<file path="src/verilog/arcade_game_settings.svh">
/* Arcade game core settings
   Video sizes, pixel divider, SDRAM slot offsets and colour PROM region */
`ifndef ARCADE_GAME_SETTINGS_SVH
`define ARCADE_GAME_SETTINGS_SVH

// Clock cycles per pixel enable
`define PXL_DIV     4

// Horizontal timing, in pixels
`define H_TOTAL     64
`define H_VISIBLE   48
`define HS_START    52
`define HS_LEN      4

// Vertical timing, in lines
`define V_TOTAL     32
`define V_VISIBLE   24
`define VS_LINE     28

// SDRAM word offsets of the ROM slots
`define CHAR_OFFSET 22'h1_8000
`define MAIN_OFFSET 22'h0_0000

// Download addresses from here on go to the colour PROMs
`define PROM_START  22'h3_0000
// Red, green and blue
`define PROM_COUNT  3

`endif

</file>
<file path="src/verilog/arcade_pkg.sv">
/* Arcade game core types
   ROM slot request and response, SDRAM programming write and the two
   decodings of the download address */
package arcade_pkg;

    // One ROM slot request, word address within the slot
    typedef struct packed {
        logic        cs;
        logic [17:0] addr;
    } rom_req_t;

    // Slot answer, data valid while ok is high
    typedef struct packed {
        logic        ok;
        logic [15:0] data;
    } rom_rsp_t;

    // SDRAM write from the downloader, mask bit n enables byte lane n
    typedef struct packed {
        logic        we;
        logic [21:0] addr;
        logic [7:0]  data;
        logic [1:0]  mask;
    } prog_wr_t;

    // Download byte address as SDRAM word plus byte lane
    typedef struct packed {
        logic [20:0] offset;
        logic        bsel;
    } dl_sdram_t;

    // Download byte address inside the PROM region
    typedef struct packed {
        logic [9:0]  region;
        logic [3:0]  prom_sel;
        logic [7:0]  index;
    } dl_prom_t;

    typedef union packed {
        dl_sdram_t sdram_view;
        dl_prom_t  prom_view;
    } dl_addr_u;

    // PROM write strobes: bit 0 red, bit 1 green, bit 2 blue
    typedef logic [2:0] prom_we_t;

endpackage

</file>
<file path="src/verilog/arcade_game.sv">
/* Arcade game core top level
   Video timer, ROM downloader, ROM slot controller and character layer.
   The main CPU ROM slot is brought out to ports */
module arcade_game (
    input  logic                 clk,
    input  logic                 rst,
    // ROM download
    input  logic                 ioctl_rom,
    input  logic                 ioctl_wr,
    input  arcade_pkg::dl_addr_u ioctl_addr,
    input  logic [7:0]           ioctl_dout,
    // SDRAM
    output logic                 sdram_req,
    input  logic                 sdram_ack,
    input  logic                 data_rdy,
    output logic [21:0]          sdram_addr,
    input  logic [15:0]          data_read,
    // Main CPU ROM slot
    input  arcade_pkg::rom_req_t main_req,
    output arcade_pkg::rom_rsp_t main_rsp,
    output arcade_pkg::prog_wr_t prog,
    output logic                 dwnld_busy,
    // Video
    output logic [3:0]           red,
    output logic [3:0]           green,
    output logic [3:0]           blue,
    output logic [5:0]           h,
    output logic [4:0]           v,
    output logic                 hblank_n,
    output logic                 vblank_n,
    output logic                 hs,
    output logic                 vs
);
    import arcade_pkg::*;

    logic       pxl_cen;
    logic [5:0] tm_h;
    logic [4:0] tm_v;
    logic       tm_hblank_n;
    logic       tm_vblank_n;
    rom_req_t   char_req;
    rom_rsp_t   char_rsp;
    prom_we_t   prom_we;

    video_timer u_timer (
        .clk      ( clk         ),
        .rst      ( rst         ),
        .pxl_cen  ( pxl_cen     ),
        .hs       ( hs          ),
        .vs       ( vs          ),
        .hblank_n ( tm_hblank_n ),
        .vblank_n ( tm_vblank_n ),
        .h        ( tm_h        ),
        .v        ( tm_v        )
    );

    rom_download u_download (
        .clk        ( clk        ),
        .rst        ( rst        ),
        .ioctl_rom  ( ioctl_rom  ),
        .ioctl_wr   ( ioctl_wr   ),
        .ioctl_addr ( ioctl_addr ),
        .ioctl_dout ( ioctl_dout ),
        .sdram_ack  ( sdram_ack  ),
        .prog       ( prog       ),
        .prom_we    ( prom_we    ),
        .dwnld_busy ( dwnld_busy )
    );

    rom_slot_arbiter u_arbiter (
        .clk        ( clk        ),
        .rst        ( rst        ),
        .char_req   ( char_req   ),
        .main_req   ( main_req   ),
        .char_rsp   ( char_rsp   ),
        .main_rsp   ( main_rsp   ),
        .sdram_req  ( sdram_req  ),
        .sdram_ack  ( sdram_ack  ),
        .data_rdy   ( data_rdy   ),
        .sdram_addr ( sdram_addr ),
        .data_read  ( data_read  )
    );

    char_layer u_char (
        .clk         ( clk         ),
        .rst         ( rst         ),
        .pxl_cen     ( pxl_cen     ),
        .hblank_n_in ( tm_hblank_n ),
        .vblank_n_in ( tm_vblank_n ),
        .h_in        ( tm_h        ),
        .v_in        ( tm_v        ),
        .char_req    ( char_req    ),
        .char_rsp    ( char_rsp    ),
        .prog        ( prog        ),
        .prom_we     ( prom_we     ),
        .red         ( red         ),
        .green       ( green       ),
        .blue        ( blue        ),
        .h           ( h           ),
        .v           ( v           ),
        .hblank_n    ( hblank_n    ),
        .vblank_n    ( vblank_n    )
    );

endmodule

</file>
<file path="src/verilog/char_layer.sv">
`include "arcade_game_settings.svh"

/* Character layer
   Fetches each tile row one tile ahead of the beam, shifts out 2-bit pixels
   and colours them through the red, green and blue PROMs */
module char_layer (
    input  logic                 clk,
    input  logic                 rst,
    input  logic                 pxl_cen,
    input  logic                 hblank_n_in,
    input  logic                 vblank_n_in,
    input  logic [5:0]           h_in,
    input  logic [4:0]           v_in,
    output arcade_pkg::rom_req_t char_req,
    input  arcade_pkg::rom_rsp_t char_rsp,
    input  arcade_pkg::prog_wr_t prog,
    input  arcade_pkg::prom_we_t prom_we,
    output logic [3:0]           red,
    output logic [3:0]           green,
    output logic [3:0]           blue,
    output logic [5:0]           h,
    output logic [4:0]           v,
    output logic                 hblank_n,
    output logic                 vblank_n
);
    import arcade_pkg::*;

    localparam logic [4:0] V_LAST = 5'(`V_TOTAL - 1);
    localparam logic [2:0] COLS   = 3'(`H_VISIBLE / 8);

    logic [2:0]  next_col;
    logic [4:0]  next_line;
    logic [4:0]  fetch_line;
    logic        tile_start;
    logic [15:0] tile_word;
    logic [15:0] shift;
    logic [1:0]  pix;
    logic [3:0]  pal_idx;
    logic        blank;
    logic [3:0]  pal_mem [`PROM_COUNT][16];

    assign tile_start = h_in[2:0] == 3'd0;
    // Column 7 wraps to column 0 of the next line
    assign next_col   = h_in[5:3] + 3'd1;
    assign next_line  = (v_in == V_LAST) ? 5'd0 : v_in + 5'd1;
    assign fetch_line = (next_col == 3'd0) ? next_line : v_in;

    // A late fetch shows as an empty tile
    assign tile_word = char_rsp.ok ? char_rsp.data : 16'h0000;
    assign pix       = tile_start ? tile_word[15:14] : shift[15:14];
    assign pal_idx   = {v_in[4:3], pix};
    assign blank     = !(hblank_n_in && vblank_n_in);

    // Request the next tile word eight pixels before it is shown
    always_ff @(posedge clk) begin
        if (rst) begin
            char_req <= '0;
        end else if (pxl_cen && tile_start && next_col < COLS) begin
            char_req <= '{cs: 1'b1, addr: 18'({fetch_line, next_col})};
        end
    end

    // Leftmost pixel sits in the top two bits
    always_ff @(posedge clk) begin
        if (pxl_cen) begin
            if (tile_start) begin
                shift <= {tile_word[13:0], 2'b00};
            end else begin
                shift <= {shift[13:0], 2'b00};
            end
        end
    end

    // Colour PROMs loaded by the downloader
    always_ff @(posedge clk) begin
        for (int i = 0; i < `PROM_COUNT; i++) begin
            if (prom_we[i]) begin
                pal_mem[i][prog.addr[3:0]] <= prog.data[3:0];
            end
        end
    end

    // Colour and timing leave together, one pixel after the timer
    always_ff @(posedge clk) begin
        if (rst) begin
            red      <= '0;
            green    <= '0;
            blue     <= '0;
            h        <= '0;
            v        <= '0;
            hblank_n <= 1'b0;
            vblank_n <= 1'b0;
        end else if (pxl_cen) begin
            red      <= blank ? 4'h0 : pal_mem[0][pal_idx];
            green    <= blank ? 4'h0 : pal_mem[1][pal_idx];
            blue     <= blank ? 4'h0 : pal_mem[2][pal_idx];
            h        <= h_in;
            v        <= v_in;
            hblank_n <= hblank_n_in;
            vblank_n <= vblank_n_in;
        end
    end

endmodule

</file>
<file path="src/verilog/rom_download.sv">
`include "arcade_game_settings.svh"

/* ROM download steering
   Bytes below the PROM region become SDRAM writes held until acknowledged,
   bytes inside it pulse one colour PROM write strobe */
module rom_download (
    input  logic                 clk,
    input  logic                 rst,
    input  logic                 ioctl_rom,
    input  logic                 ioctl_wr,
    input  arcade_pkg::dl_addr_u ioctl_addr,
    input  logic [7:0]           ioctl_dout,
    input  logic                 sdram_ack,
    output arcade_pkg::prog_wr_t prog,
    output arcade_pkg::prom_we_t prom_we,
    output logic                 dwnld_busy
);
    import arcade_pkg::*;

    logic        is_prom;
    logic        we_r;
    logic [21:0] addr_r;
    logic [7:0]  data_r;
    logic [1:0]  mask_r;

    assign is_prom    = ioctl_addr >= `PROM_START;
    assign dwnld_busy = ioctl_rom;

    assign prog = '{we: we_r, addr: addr_r, data: data_r, mask: mask_r};

    // Write strobes
    always_ff @(posedge clk) begin
        if (rst) begin
            we_r    <= 1'b0;
            prom_we <= '0;
        end else begin
            prom_we <= '0;
            if (ioctl_wr && !is_prom) begin
                we_r <= 1'b1;
            end else if (we_r && sdram_ack) begin
                we_r <= 1'b0;
            end
            // Out of range selects match no strobe
            if (ioctl_wr && is_prom) begin
                for (int i = 0; i < `PROM_COUNT; i++) begin
                    prom_we[i] <= ioctl_addr.prom_view.prom_sel == 4'(i);
                end
            end
        end
    end

    // Address and data of the write
    always_ff @(posedge clk) begin
        if (ioctl_wr) begin
            if (is_prom) begin
                addr_r <= 22'(ioctl_addr.prom_view.index);
                data_r <= {4'h0, ioctl_dout[3:0]};
                mask_r <= 2'b00;
            end else begin
                addr_r <= 22'(ioctl_addr.sdram_view.offset);
                data_r <= ioctl_dout;
                // Even byte goes to the low lane
                mask_r <= ioctl_addr.sdram_view.bsel ? 2'b10 : 2'b01;
            end
        end
    end

endmodule

</file>
<file path="src/verilog/rom_slot_arbiter.sv">
`include "arcade_game_settings.svh"

/* ROM slot controller
   Character and main slots share one SDRAM read port. Each slot caches its
   last word and the character slot wins when both miss */
module rom_slot_arbiter (
    input  logic                 clk,
    input  logic                 rst,
    input  arcade_pkg::rom_req_t char_req,
    input  arcade_pkg::rom_req_t main_req,
    output arcade_pkg::rom_rsp_t char_rsp,
    output arcade_pkg::rom_rsp_t main_rsp,
    output logic                 sdram_req,
    input  logic                 sdram_ack,
    input  logic                 data_rdy,
    output logic [21:0]          sdram_addr,
    input  logic [15:0]          data_read
);
    import arcade_pkg::*;

    typedef enum logic [1:0] {
        ARB_IDLE,
        ARB_REQ,
        ARB_DATA
    } arb_state_e;

    arb_state_e  state;
    rom_req_t    req [2];
    logic [1:0]  hit;
    logic [1:0]  pending;
    logic [1:0]  cache_valid;
    logic [17:0] cache_addr [2];
    logic [15:0] cache_data [2];
    logic [17:0] fetch_addr;
    logic        sel;
    logic        next_sel;
    logic [21:0] next_offset;

    assign req[0] = char_req;
    assign req[1] = main_req;

    always_comb begin
        for (int i = 0; i < 2; i++) begin
            hit[i]     = req[i].cs && cache_valid[i] && (cache_addr[i] == req[i].addr);
            pending[i] = req[i].cs && !hit[i];
        end
    end

    // Fixed priority, char first
    assign next_sel    = !pending[0];
    assign next_offset = next_sel ? `MAIN_OFFSET : `CHAR_OFFSET;

    // Main CPU reads bytes
    assign char_rsp = '{ok: hit[0], data: cache_data[0]};
    assign main_rsp = '{ok: hit[1], data: {8'h00, cache_data[1][7:0]}};

    always_ff @(posedge clk) begin
        if (rst) begin
            state       <= ARB_IDLE;
            sdram_req   <= 1'b0;
            cache_valid <= '0;
        end else begin
            case (state)
                ARB_IDLE: begin
                    if (|pending) begin
                        sdram_req <= 1'b1;
                        state     <= ARB_REQ;
                    end
                end
                ARB_REQ: begin
                    if (sdram_ack) begin
                        sdram_req <= 1'b0;
                        state     <= ARB_DATA;
                    end
                end
                ARB_DATA: begin
                    if (data_rdy) begin
                        cache_valid[sel] <= 1'b1;
                        state            <= ARB_IDLE;
                    end
                end
                default: state <= ARB_IDLE;
            endcase
        end
    end

    // Fetch address and cached words
    always_ff @(posedge clk) begin
        if (state == ARB_IDLE && |pending) begin
            sel        <= next_sel;
            fetch_addr <= req[next_sel].addr;
            sdram_addr <= next_offset + 22'(req[next_sel].addr);
        end
        if (state == ARB_DATA && data_rdy) begin
            cache_addr[sel] <= fetch_addr;
            cache_data[sel] <= data_read;
        end
    end

endmodule

</file>
<file path="src/verilog/video_timer.sv">
`include "arcade_game_settings.svh"

/* Video timer
   Pixel clock enable, horizontal and vertical counters, blanking and sync */
module video_timer (
    input  logic       clk,
    input  logic       rst,
    output logic       pxl_cen,
    output logic       hs,
    output logic       vs,
    output logic       hblank_n,
    output logic       vblank_n,
    output logic [5:0] h,
    output logic [4:0] v
);
    localparam int         DIV_W    = $clog2(`PXL_DIV);
    localparam logic [5:0] H_LAST   = 6'(`H_TOTAL - 1);
    localparam logic [4:0] V_LAST   = 5'(`V_TOTAL - 1);
    localparam logic [5:0] HS_FIRST = 6'(`HS_START);
    localparam logic [5:0] HS_END   = 6'(`HS_START + `HS_LEN);

    logic [DIV_W-1:0] div;
    logic             hs_now;

    // Enable on the last count of the divider
    assign pxl_cen = div == DIV_W'(`PXL_DIV - 1);

    always_ff @(posedge clk) begin
        if (rst) begin
            div <= '0;
        end else if (pxl_cen) begin
            div <= '0;
        end else begin
            div <= div + 1'b1;
        end
    end

    // Blanking follows the counters directly
    assign hblank_n = h < 6'(`H_VISIBLE);
    assign vblank_n = v < 5'(`V_VISIBLE);

    assign hs_now = (h >= HS_FIRST) && (h < HS_END);

    // Sync is registered one pixel late so it lines up with the
    // delayed video from the character layer
    always_ff @(posedge clk) begin
        if (rst) begin
            h  <= '0;
            v  <= '0;
            hs <= 1'b0;
            vs <= 1'b0;
        end else if (pxl_cen) begin
            hs <= hs_now;
            vs <= v == 5'(`VS_LINE);
            if (h == H_LAST) begin
                h <= '0;
                v <= (v == V_LAST) ? '0 : v + 5'd1;
            end else begin
                h <= h + 6'd1;
            end
        end
    end

endmodule
</file>
<file path="config.mk">
export PLATFORM = sky130hd
export DESIGN_NAME = arcade_game
export DESIGN_NICKNAME = d
export VERILOG_FILES = /design/src/verilog/arcade_pkg.sv /design/src/verilog/arcade_game.sv /design/src/verilog/char_layer.sv /design/src/verilog/rom_download.sv /design/src/verilog/rom_slot_arbiter.sv /design/src/verilog/video_timer.sv
export VERILOG_INCLUDE_DIRS = /design/src /design/src/verilog
export SDC_FILE = /design/constraint.sdc
export NUM_CORES = 1
export LEC_CHECK = 0
export CAP_MARGIN = 10
export CORE_UTILIZATION = 50
export CTS_CLUSTER_DIAMETER = 30
export DETAILED_ROUTE_END_ITERATION = 10
export DONT_BUFFER_PORTS = 1
export PLACE_DENSITY = 0.64
export SYNTH_ARGS = -nofsm -noshare
export SYNTH_HDL_FRONTEND = slang
export SYNTH_SLANG_ARGS = --single-unit
</file>
<file path="constraint.sdc">
create_clock -name clk -period 4.7 [get_ports clk]
set_input_delay 0.235 -clock clk [delete_from_list [all_inputs] [get_ports clk]]
set_output_delay 0.235 -clock clk [all_outputs]
set_load 0.03 [all_outputs]
</file>
==> flow_metrics.tcl, run 1 <==
set metrics [dict create \
    status "complete, no violations" \
    category_of_the_critical_setup_timing_path "register to register" \
    floorplan.rows 59 \
    place_area_um2 13400 \
    worst_ep_required_time_ps 5230 \
    io_buffer_count 0 \
    floorplan.io_pins 172 \
    regToRegEndpoint "u_char.green[3]" \
    ant_nets 0 \
    count_of_cells_along_the_worst_hold_path 3 \
    postSynth.topFlopCell "sky130_fd_sc_hd__edfxtp_1" \
    ir_drop_mv 0.327 \
    worst-r2r-setup-slack_ps 1400 \
    clock_tree.htree_level_count 2 \
    ff2ff_path_depth 10 \
    maximum_clock_frequency_ghz 0.303 \
    timing.final.setup_violations 0 \
    yosysWarnings 0 \
    final_slew_violations 0 \
    num-fill-cells 1966 \
    slew_headroom 0.328 \
    gp_congestion 0.832 \
    timing.final.crit_share 0.702 \
    rsz0062_at_grt "false" \
    synth_edf_count 272 \
    gr-total-overflow 0 \
    fin_setup_tns_ps 0 \
    yosysUniqueCellTypes 58 \
    syn_to_final_growth_pct 22.9 \
    via_count 8147 \
    avgViaCountPerCell 5.62 \
    worstSetupStartpointType "register" \
    all_layer_global_routing_usage 0.229 \
    number_of_buffers_on_the_longest_clock_path 3 \
    yosysSeqAreaShare 0.705 \
    finalHoldViolations 0 \
    synthCells 971 \
    synth.avg_cell_area_um2 13.6 \
    netlist_top_cells_area "sky130_fd_sc_hd__edfxtp_1, sky130_fd_sc_hd__dfxtp_1, sky130_fd_sc_hd__nand2_1, sky130_fd_sc_hd__nor2_1, sky130_fd_sc_hd__mux2i_1" \
    power.static_leakage_nw 5.68 \
    antenna_cells 0 \
    core_um2 26000 \
    wirelength_mm 30.5 \
    drt_first_pass_iters 6 \
    finalNetCount 1141 \
    dieHeight_um 165 \
    initial_utilization 0.509 \
    final.setup_skew_ps 35.6 \
    clock_insertion_delay_worst_skew_ps 600 \
    cts_made_buffers 61 \
    share_of_final_layout_standard_cells_stronger_than_drive_strength_1 0.135 \
    synth_largest_type_area_fraction 0.618 \
    worst-slew-pin-transition_ps 1010 \
    min_delay_worst_endpoint "u_char.hblank_n" \
    post-synth-top-count-cell "sky130_fd_sc_hd__edfxtp_1" \
    arrival_ps 3830 \
    timing.hold.worst.start "rst" \
    synth.ff_latch_count 330 \
    fin_util 0.626 \
    clock_tree.root_cell "sky130_fd_sc_hd__clkbuf_16" \
    yosys-top-cells-count "sky130_fd_sc_hd__edfxtp_1, sky130_fd_sc_hd__nand2_1, sky130_fd_sc_hd__nor2_1, sky130_fd_sc_hd__dfxtp_1, sky130_fd_sc_hd__nand3_1" \
    critical_path.max_fanout 32 \
    cap_violations 0 \
    die_w_um 165 \
    worst_hold_margin_ps 23.4 \
    drc_errors 0 \
    hold_class "input port to register" \
    via_count_of_the_first_global_routing_pass 8150 \
    synth_area_um2 13200 \
    tritoncts "done" \
    worst_setup_hold_path_clk_slew_ps 50 \
    grt_antenna_before_repair 0 \
    finalInstanceArea_um2 16300 \
    die-area_um2 27100 \
    power_density_nw_per_um2 492 \
    post_dp_hpwl_mm 19.0 \
    initialDrtViolationCount 738 \
    final_period_minus_worst_setup_slack_ps 3300 \
    synth_top_area_cell "sky130_fd_sc_hd__edfxtp_1" \
    clock_sinks 330 \
    cts_repair_resize_count 0 \
    r2r_start "u_timer.h[0]" \
    routed_len_inst_um 21.1 \
    postSynth.asyncResetShare 0 \
    global_route_wire_length_before_repair_mm 46.4 \
    cp-end-kind "register" \
    largest_net_degree_at_the_start_of_global_routing 44 \
]
==> worst max-delay path by stage <==
stage,endpoint,startpoint,slack (ps),cells after the start
6_report,u_char.green[3],u_timer.h[0],1400,10
5_1_grt,u_char.blue[0],u_timer.h[0],1170,9
4_1_cts,u_char.green[3],u_timer.h[0],1380,10
3_5_place_dp,u_char.green[3],u_timer.h[0],1410,10
3_3_place_gp,u_char.green[3],u_timer.h[0],1450,10
2_1_floorplan,u_arbiter.fetch_addr[0],u_arbiter.cache_addr[1][12],1900,7
==> cell families (layout without fill, tap and decap cells) <==
family / after synthesis / in the layout / synth area share
buffers and inverters: 88 / 216 / 0.0352
muxes: 47 / 47 / 0.0375
AOI/OAI and AO/OA: 120 / 120 / 0.0630
adders and majority gates: 8 / 8 / 0.00757
DFF: 330 / 330 / 0.705
other: 1 / 17 / 0.000284
xor gates and xnor gates: 33 / 33 / 0.0219
and+or+nand+nor: 344 / 344 / 0.129
==> critical path, stage by stage, from the launching register on <==
cell and delay [ps]:
sky130_fd_sc_hd__dfxtp_1 400, sky130_fd_sc_hd__inv_1 70, sky130_fd_sc_hd__ha_1 200, sky130_fd_sc_hd__nand2b_1 500, sky130_fd_sc_hd__nand2_1 110, sky130_fd_sc_hd__buf_4 260
sky130_fd_sc_hd__nand2_2 470, sky130_fd_sc_hd__buf_4 350, sky130_fd_sc_hd__a211oi_1 120, sky130_fd_sc_hd__nor4b_1 530, sky130_fd_sc_hd__a221o_1 180
==> layout make-up <==
cell class,count,area [µm²],area share
sequential,330,9330,0.574
multi-input combinational,569,3520,0.216
clock buffer,71,1590,0.0980
timing repair buffer,90,878,0.0540
clock inverter,45,485,0.0299
tap,335,419,0.0258
inverter,10,37.5,0.00231
==> what timing repair did <==
item / in CTS / in global routing
setup buffers: 0 / 0
hold buffers: 73 / 0
endpoints found under the hold margin: 148 / 0
==> metal layers <==
layer	global-route usage	vias up	wire length, µm
met5	0	-	0
met3	0.0570	52	2070
li1	-	3807	-
met2	0.378	287	15200
met1	0.293	4001	12500
met4	0.0826	0	743
==> power breakdown <==
part / internal [mW] / switching (mW) / total [mW]
combinational: 0.116 / 0.203 / 0.319
clock: 2.78 / 1.51 / 4.30
sequential: 3.26 / 0.127 / 3.39
==> layout by cell type (no fill, tap or decap), types with 5 or more instances in the layout <==
cell                              n
sky130_fd_sc_hd__dfxtp_1         58
sky130_fd_sc_hd__a311oi_1         7
sky130_fd_sc_hd__buf_4           17
sky130_fd_sc_hd__xor2_1          20
sky130_fd_sc_hd__a221o_1          7
sky130_fd_sc_hd__nand2b_1        10
sky130_fd_sc_hd__nand2_1         84
sky130_fd_sc_hd__and3_1          28
sky130_fd_sc_hd__inv_1           10
sky130_fd_sc_hd__clkinv_1        11
sky130_fd_sc_hd__xnor2_1         13
sky130_fd_sc_hd__nor3_1          17
sky130_fd_sc_hd__nor4b_1          6
sky130_fd_sc_hd__dlygate4sd3_1   71
sky130_fd_sc_hd__mux2_2          20
sky130_fd_sc_hd__a21oi_1         11
sky130_fd_sc_hd__nand4_1          5
sky130_fd_sc_hd__bufinv_16        6
sky130_fd_sc_hd__clkinv_2         9
sky130_fd_sc_hd__clkbuf_16       61
sky130_fd_sc_hd__a211oi_1        18
sky130_fd_sc_hd__and2_1          30
sky130_fd_sc_hd__nor2b_1          8
sky130_fd_sc_hd__o221ai_1         5
sky130_fd_sc_hd__edfxtp_1       272
sky130_fd_sc_hd__nor4_1           5
sky130_fd_sc_hd__nand3_1         48
sky130_fd_sc_hd__conb_1          17
sky130_fd_sc_hd__ha_1             7
sky130_fd_sc_hd__nor2_1          80
sky130_fd_sc_hd__a31oi_1         17
sky130_fd_sc_hd__clkbuf_1         7
sky130_fd_sc_hd__inv_6            8
sky130_fd_sc_hd__or4_1            6
sky130_fd_sc_hd__mux2i_1         27
sky130_fd_sc_hd__o21ai_0         29
==> state kept, by name (all words and copies together), names as in the netlist, 8 cells and up <==
name and cells:
u_char.pal_mem 144, u_download.addr_r 21, u_char.char_req 9, u_arbiter.cache_addr 36
u_download.data_r 8, u_char.shift 14, u_arbiter.fetch_addr 18, u_arbiter.cache_data 24
==> stage by stage <==
step / worst slack (ps) / cells / total power [mW]
final: 1400 / 1450 / 8.00
after global routing: 1170 / 1450 / 8.24
after CTS: 1380 / 1450 / 8.05
after detailed placement: 1410 / 1261 / 3.70
after global placement: 1450 / 1261 / 3.69
after floorplan: 1900 / 987 / 3.63
No activity file was read; power rests on OpenSTA's default activity.
==> run 2, diff against run 1 <==
--- a/config.mk
+++ b/config.mk
@@ -6,12 +6,13 @@
 export SDC_FILE = /design/constraint.sdc
 export NUM_CORES = 1
 export LEC_CHECK = 0
+export ABC_AREA = 1
 export CAP_MARGIN = 10
 export CORE_UTILIZATION = 50
 export CTS_CLUSTER_DIAMETER = 30
 export DETAILED_ROUTE_END_ITERATION = 10
 export DONT_BUFFER_PORTS = 1
-export PLACE_DENSITY = 0.64
+export PLACE_DENSITY = 0.67
 export SYNTH_ARGS = -nofsm -noshare
 export SYNTH_HDL_FRONTEND = slang
 export SYNTH_SLANG_ARGS = --single-unit
==> constraint.sdc (replaced) <==
create_clock -name clk -period 2.8 [get_ports clk]
set_input_delay 0.14 -clock clk [delete_from_list [all_inputs] [get_ports clk]]
set_output_delay 0.14 -clock clk [all_outputs]
set_load 0.03 [all_outputs]
==> run 2 against run 1 <==
The run now ends with DRC left; synthesized area grew 1.7%; first-iteration DRC count grew 2.3%; design area grew 2.1%; synthesized cell count grew 25%; register-to-register slack lost 980 ps; wire length grew 0.75%; setup slack lost 980 ps.
==> flow_metrics.tcl, run 2 <==
set metrics [dict create \
    failed_checks "DRC" \
    final-instance-count-excl-fill 1702 \
    drc_errors 10 \
    critical_path.max_fanout 62 \
    arrival_ps 2880 \
    postSynth.topFlopCell "sky130_fd_sc_hd__edfxtp_1" \
    core_um2 26200 \
    final.setup_skew_ps 20.7 \
    clockPowerShare 0.554 \
    final_period_minus_worst_setup_slack_ps 2380 \
    global_route_wire_length_before_repair_mm 48.4 \
    finalInstanceArea_um2 16600 \
    worstSetupStartpointType "register" \
    place_inst 1518 \
    finalNetCount 1397 \
    largest_register_ffs 144 \
    syn_to_final_growth_pct 23.4 \
    all_layer_global_routing_usage 0.225 \
    postSynth.asyncResetShare 0 \
    floorplan.io_pins 172 \
    num-fill-cells 1957 \
    timing.final.crit_share 0.849 \
    crit_chain "inv_1 -> ha_1 -> nand2_1 -> inv_1 -> nand4_4 -> buf_4 -> nand3_1 -> nand3_1 -> nand3_1 -> nand3_1 -> nand2_1 -> nand2_1" \
    layout.cells.most_common "sky130_fd_sc_hd__edfxtp_1" \
    power.static_leakage_nw 6.32 \
    initialDrtViolationCount 755 \
    netlist_top_cells_area "sky130_fd_sc_hd__edfxtp_1, sky130_fd_sc_hd__dfxtp_1, sky130_fd_sc_hd__nand2_1, sky130_fd_sc_hd__nand3_1, sky130_fd_sc_hd__inv_1" \
    power.switching_fraction 0.214 \
    timing.final.setup_violations 0 \
    initial_utilization 0.513 \
    category_of_the_critical_setup_timing_path "register to register" \
    wirelength_mm 30.8 \
    via_count_of_the_first_global_routing_pass 8964 \
    finalHoldViolations 0 \
    status "complete, but fails checks" \
    synth_area_um2 13400 \
    die_w_um 166 \
    number_of_buffers_on_the_longest_clock_path 3 \
    cts_post_setup_buffers_inserted 0 \
    fin_setup_tns_ps 0 \
    worst-slew-pin-transition_ps 929 \
    drt_first_pass_iters 10 \
    tritoncts "done" \
    post-synth-top-count-cell "sky130_fd_sc_hd__edfxtp_1" \
    ir_drop_mv 0.595 \
    critPathMaxStageDelay_ps 550 \
    slew_headroom 0.380 \
    worst_setup_hold_path_clk_slew_ps 60 \
    yosys-top-cells-count "sky130_fd_sc_hd__edfxtp_1, sky130_fd_sc_hd__nand2_1, sky130_fd_sc_hd__nand3_1, sky130_fd_sc_hd__inv_1, sky130_fd_sc_hd__nor2_1" \
    routed_len_inst_um 18.1 \
    clock_tree.htree_level_count 2 \
    final_slew_violations 0 \
    synth.avg_cell_area_um2 11.0 \
    avgViaCountPerCell 5.33 \
    via_count 9070 \
    rsz0062_at_grt "false" \
    yosysWarnings 0 \
    synth_edf_count 272 \
    yosysSeqAreaShare 0.694 \
    die-area_um2 27600 \
    synth_largest_type_area_fraction 0.607 \
    clock_tree.root_cell "sky130_fd_sc_hd__clkbuf_16" \
    maximum_clock_frequency_ghz 0.420 \
    clock_insertion_delay_worst_skew_ps 570 \
    clock_sinks 330 \
    largest_net_degree_at_the_start_of_global_routing 63 \
    io_buffer_count 0 \
    yosysUniqueCellTypes 37 \
    dieHeight_um 166 \
    grt_antenna_before_repair 0 \
    hold_class "input port to register" \
    synth.ff_latch_count 330 \
    power_report.internal_total_mw 11.0 \
    most_frequent_cell_on_the_critical_path "sky130_fd_sc_hd__nand3_1" \
    synthCells 1218 \
    cap_violations 0 \
    post_dp_hpwl_mm 18.6 \
    gp_congestion 0.810 \
    synth_top_area_cell "sky130_fd_sc_hd__edfxtp_1" \
    power.net_switching_mw 2.99 \
    power.sequential.fraction 0.408 \
    cts_made_buffers 60 \
    place_area_um2 13700 \
    gr-total-overflow 0 \
    cp-end-kind "register" \
    share_of_final_layout_standard_cells_stronger_than_drive_strength_1 0.102 \
    worst_ep_required_time_ps 3300 \
    floorplan.rows 59 \
    ant_nets 0 \
    comb_power_share 0.038 \
    power_density_nw_per_um2 842 \
    critical-path-slowest-cell "sky130_fd_sc_hd__buf_4" \
    final_cell_mix "sky130_fd_sc_hd__edfxtp_1, sky130_fd_sc_hd__nand2_1, sky130_fd_sc_hd__nand3_1" \
]
## run 2: cell count changes in the layout (fill, tap and decap cells not counted), sizes merged, moves of 28 or more
cell   change
nand2    +163
inv      +109
nor2      +43
and3      -28
and2      -30
nand3    +132
## run 2: through the flow
| stage | total power, mW | hold slack, ps | util | setup WS [ps] |
|---|---|---|---|---|
| finish | 14.0 | 60.6 | 0.633 | 422 |
| detailed placement | 6.22 | 214 | 0.522 | 486 |
| CTS | 14.0 | 25.6 | 0.633 | 440 |
| global placement | 6.21 | 214 | 0.522 | 533 |
| global route | 14.3 | 66.9 | 0.633 | 153 |
| floorplan | 6.11 | 219 | - | 306 |
## run 2: power groups by stage
| stage | registers, mW | logic, mW | clock network, mW |
|---|---|---|---|
| 5_1_grt | 5.72 | 0.583 | 8.04 |
| 4_1_cts | 5.71 | 0.523 | 7.80 |
| 3_3_place_gp | 5.80 | 0.414 | 0 |
| 6_report | 5.71 | 0.527 | 7.75 |
| 2_1_floorplan | 5.74 | 0.366 | 0 |
| 3_5_place_dp | 5.80 | 0.422 | 0 |
## run 2: path summary, 6_finish.rpt
kind | from | to | slack, ps | cells after the start
min | rst | u_arbiter.cache_valid[1] | 60 | 2
min reg2reg | u_timer.div[0] | u_timer.div[0] | 430 | 1
max reg2reg | u_timer.h[0] | u_char.blue[3] | 420 | 12
max | u_timer.h[0] | u_char.blue[3] | 420 | 12
## run 2: per-layer routing
layer / vias to the layer above / wire, µm / share of wire / global-route usage
li1: 4326 / - / - / -
met1: 4282 / 13000 / 0.42 / 0.301
met2: 398 / 14400 / 0.47 / 0.360
met3: 64 / 2700 / 0.088 / 0.0543
met4: 0 / 713 / 0.023 / 0.0768
met5: - / 0 / 0 / 0
## run 2: logic make-up after synthesis
group	synth area share
AND/OR/NAND/NOR	0.183
buffers and inverters	0.0694
other	0.000279
XOR/XNOR	0.00847
AO/OA/AOI/OAI	0.0380
flip-flops	0.694
adder cells (fa/ha/maj)	0.00744
## run 2: layout make-up
class                   count  area (µm²)  share of cell area
multi-input cells         704        3270               0.197
inverters                 126         473              0.0285
diodes                      1        2.50            0.000151
flip-flops and latches    330        9330               0.562
clock buffers              64        1540              0.0926
clock inverters            46         646              0.0389
repair buffers             96         926              0.0558
well taps                 335         419              0.0253
## run 2: worst max-delay path: cells and delay by family, from the launching register on
| family | cells | cell delay, ps |
|---|---|---|
| simple gates | 8 | 960 |
| buf+inv | 3 | 750 |
| flops | 1 | 370 |
| fa+ha+maj | 1 | 200 |
## run 2: timing repair
action / 4_1_cts / 5_1_grt
hold buffers: 73 / 0
gates resized for setup: 0 / 0
setup endpoints to repair: 0 / 0
hold endpoints to repair: 132 / 0
==> run 3, diff against run 2 <==
--- a/config.mk
+++ b/config.mk
@@ -6,13 +6,13 @@
 export SDC_FILE = /design/constraint.sdc
 export NUM_CORES = 1
 export LEC_CHECK = 0
-export ABC_AREA = 1
+export ABC_AREA = 0
 export CAP_MARGIN = 10
 export CORE_UTILIZATION = 50
 export CTS_CLUSTER_DIAMETER = 30
 export DETAILED_ROUTE_END_ITERATION = 10
 export DONT_BUFFER_PORTS = 1
-export PLACE_DENSITY = 0.67
+export PLACE_DENSITY = 0.64
 export SYNTH_ARGS = -nofsm -noshare
 export SYNTH_HDL_FRONTEND = slang
 export SYNTH_SLANG_ARGS = --single-unit
==> constraint.sdc (replaced) <==
create_clock -name clk -period 2.4 [get_ports clk]
set_input_delay 0.12 -clock clk [delete_from_list [all_inputs] [get_ports clk]]
set_output_delay 0.12 -clock clk [all_outputs]
set_load 0.03 [all_outputs]
==> run 3 against run 2 <==
The flow finishes with violations (setup timing); total power increased by 16%; clock power increased by 12%; die area fell by 1.6%; count of clock-buffer cells in the layout up 16; sequential power up 16%; wire length grew 7.0%; final cell count shrank 8.9%; register-to-register slack worse by 760 ps; non-clock buffer count increased by 91; critical endpoint is now u_char.red[2]; largest cell class unchanged; highest routed layer unchanged.
==> flow_metrics.tcl, run 3 (synthesized netlist as in run 1, its figures left out) <==
set metrics [dict create \
    preCtsSetupSlack_ps -446 \
    ant_nets 0 \
    initial_utilization 0.509 \
    worst-slew-pin-transition_ps 728 \
    clock_insertion_delay_worst_skew_ps 560 \
    gr-total-overflow 0 \
    finalNetCount 1243 \
    final_slew_violations 0 \
    crit_path_start "u_arbiter.cache_addr[0][16]" \
    core_um2 26000 \
    final.setup_skew_ps 26.9 \
    worst_ep_required_time_ps 2840 \
    arrival_ps 3170 \
    gp_congestion 0.845 \
    power_density_nw_per_um2 908 \
    via_count 8736 \
    finalHoldViolations 0 \
    layout.cells.most_common "sky130_fd_sc_hd__edfxtp_1" \
    number_of_buffers_on_the_longest_clock_path 3 \
    category_of_the_critical_setup_timing_path "register to register" \
    post_dp_hpwl_mm 19.8 \
    final_critical_path_setup_slack_ps -338 \
    cp-end-kind "register" \
    wirelength_mm 32.9 \
    io_buffer_count 0 \
    clock_sinks 330 \
    share_of_final_layout_standard_cells_stronger_than_drive_strength_1 0.265 \
    timing.final.setup_violations 58 \
    failed_checks "setup timing" \
    critical_path.max_fanout 6 \
    syn_to_final_growth_pct 34.9 \
    power.static_leakage_nw 6.38 \
    fin_setup_tns_ps -10000 \
    count_of_cells_along_the_worst_hold_path 3 \
    rsz0062_at_grt "true" \
    clock_tree.root_cell "sky130_fd_sc_hd__clkbuf_16" \
    worst_hold_margin_ps 60.8 \
    ir_drop_mv 0.631 \
    initialDrtViolationCount 578 \
    worstSetupStartpointType "register" \
    routed_len_inst_um 21.2 \
    timing.final.crit_share 1.14 \
    cap_violations 0 \
    largest_register_ffs 144 \
    hold_class "input port to register" \
    floorplan.rows 59 \
    timing.hold.worst.start "ioctl_addr[18]" \
    dieHeight_um 165 \
    drt_first_pass_iters 5 \
    worst_setup_hold_path_clk_slew_ps 50 \
    cts_made_buffers 66 \
    grt_antenna_before_repair 0 \
    largest_net_degree_at_the_start_of_global_routing 45 \
    tritoncts "done" \
    final_period_minus_worst_setup_slack_ps 2740 \
    final_cell_mix "sky130_fd_sc_hd__edfxtp_1, sky130_fd_sc_hd__buf_4, sky130_fd_sc_hd__nor2_1" \
    global_route_wire_length_before_repair_mm 48.1 \
    die-area_um2 27100 \
    ff2ff_path_depth 8 \
    antenna_cells 0 \
    via_count_of_the_first_global_routing_pass 8722 \
    clock_tree.htree_level_count 3 \
    status "complete, but fails checks" \
    place_inst 1334 \
    floorplan.io_pins 172 \
    all_layer_global_routing_usage 0.237 \
    final-instance-count-excl-fill 1551 \
    avgViaCountPerCell 5.63 \
    slew_headroom 0.515 \
    maximum_clock_frequency_ghz 0.365 \
    r2r_start "u_arbiter.cache_addr[0][16]" \
    drc_errors 0 \
    die_w_um 165 \
]
[run 3: cell count changes in the layout (fill, tap and decap cells not counted), sizes merged, moves of 19 or more]
cell    before  now
nand3      180   48
buf         24  112
nand2      248   85
clkbuf      64   83
inv        129   18
and2         0   30
mux2i        0   27
and3         0   28
mux2         0   20
nor2       124   81
[run 3: where the power goes]
group          leakage [nW]  internal (mW)  switching (mW)
combinational          2.39          0.371           0.472
sequential             2.96           6.39           0.247
clock                  1.04           5.64            3.08
total                  6.38           12.4            3.79
[run 3: area by class of cell]
type	instances	area, µm²
Inverter	10	37.5
Multi-Input combinational cell	569	4020
Timing Repair Buffer	187	1860
Clock inverter	40	422
Sequential cell	330	9330
Clock buffer	80	1760
Tap cell	335	419
Fill cell	1769	8150
[run 3: what timing repair did]
| item | 4_1_cts | 5_1_grt |
|---|---|---|
| setup endpoints to repair | 38 | 55 |
| pin swaps | 8 | 51 |
| gates resized for setup | 32 | 103 |
| setup buffers | 6 | 13 |
| hold buffers | 74 | 0 |
| endpoints found under the hold margin | 149 | 0 |
| cloned | 2 | 5 |
[run 3: layer usage]
layer,vias up,GRT usage,part of all wire
met4,0,0.0892,0.025
met2,365,0.383,0.49
met5,-,0,0
met1,4312,0.309,0.41
li1,3998,-,-
met3,61,0.0563,0.076
[run 3: critical path, cell delays in order, from the launching register on]
cell and delay [ps]:
sky130_fd_sc_hd__edfxtp_1 370, sky130_fd_sc_hd__or4_4 540, sky130_fd_sc_hd__and4bb_2 390, sky130_fd_sc_hd__nand4_4 180, sky130_fd_sc_hd__buf_4 220, sky130_fd_sc_hd__a311oi_1 390
sky130_fd_sc_hd__a32o_2 260, sky130_fd_sc_hd__a2111oi_4 90, sky130_fd_sc_hd__a22o_1 190
[run 3: per-stage QoR]
stage | utilization | power (mW) | cell area, µm²
2_1_floorplan | - | 7.11 | 13300
3_3_place_gp | 0.543 | 7.34 | 14100
3_5_place_dp | 0.543 | 7.35 | 14100
4_1_cts | 0.664 | 16.2 | 17200
6_report | 0.687 | 16.2 | 17800
5_1_grt | 0.687 | 16.6 | 17800
[run 3: final timing paths]
path,end,slack [ps]
worst max-delay path,u_char.red[2],-340
worst min-delay path,u_download.addr_r[14],60
worst min register to register,u_timer.div[0],440
worst max register to register,u_char.red[2],-340
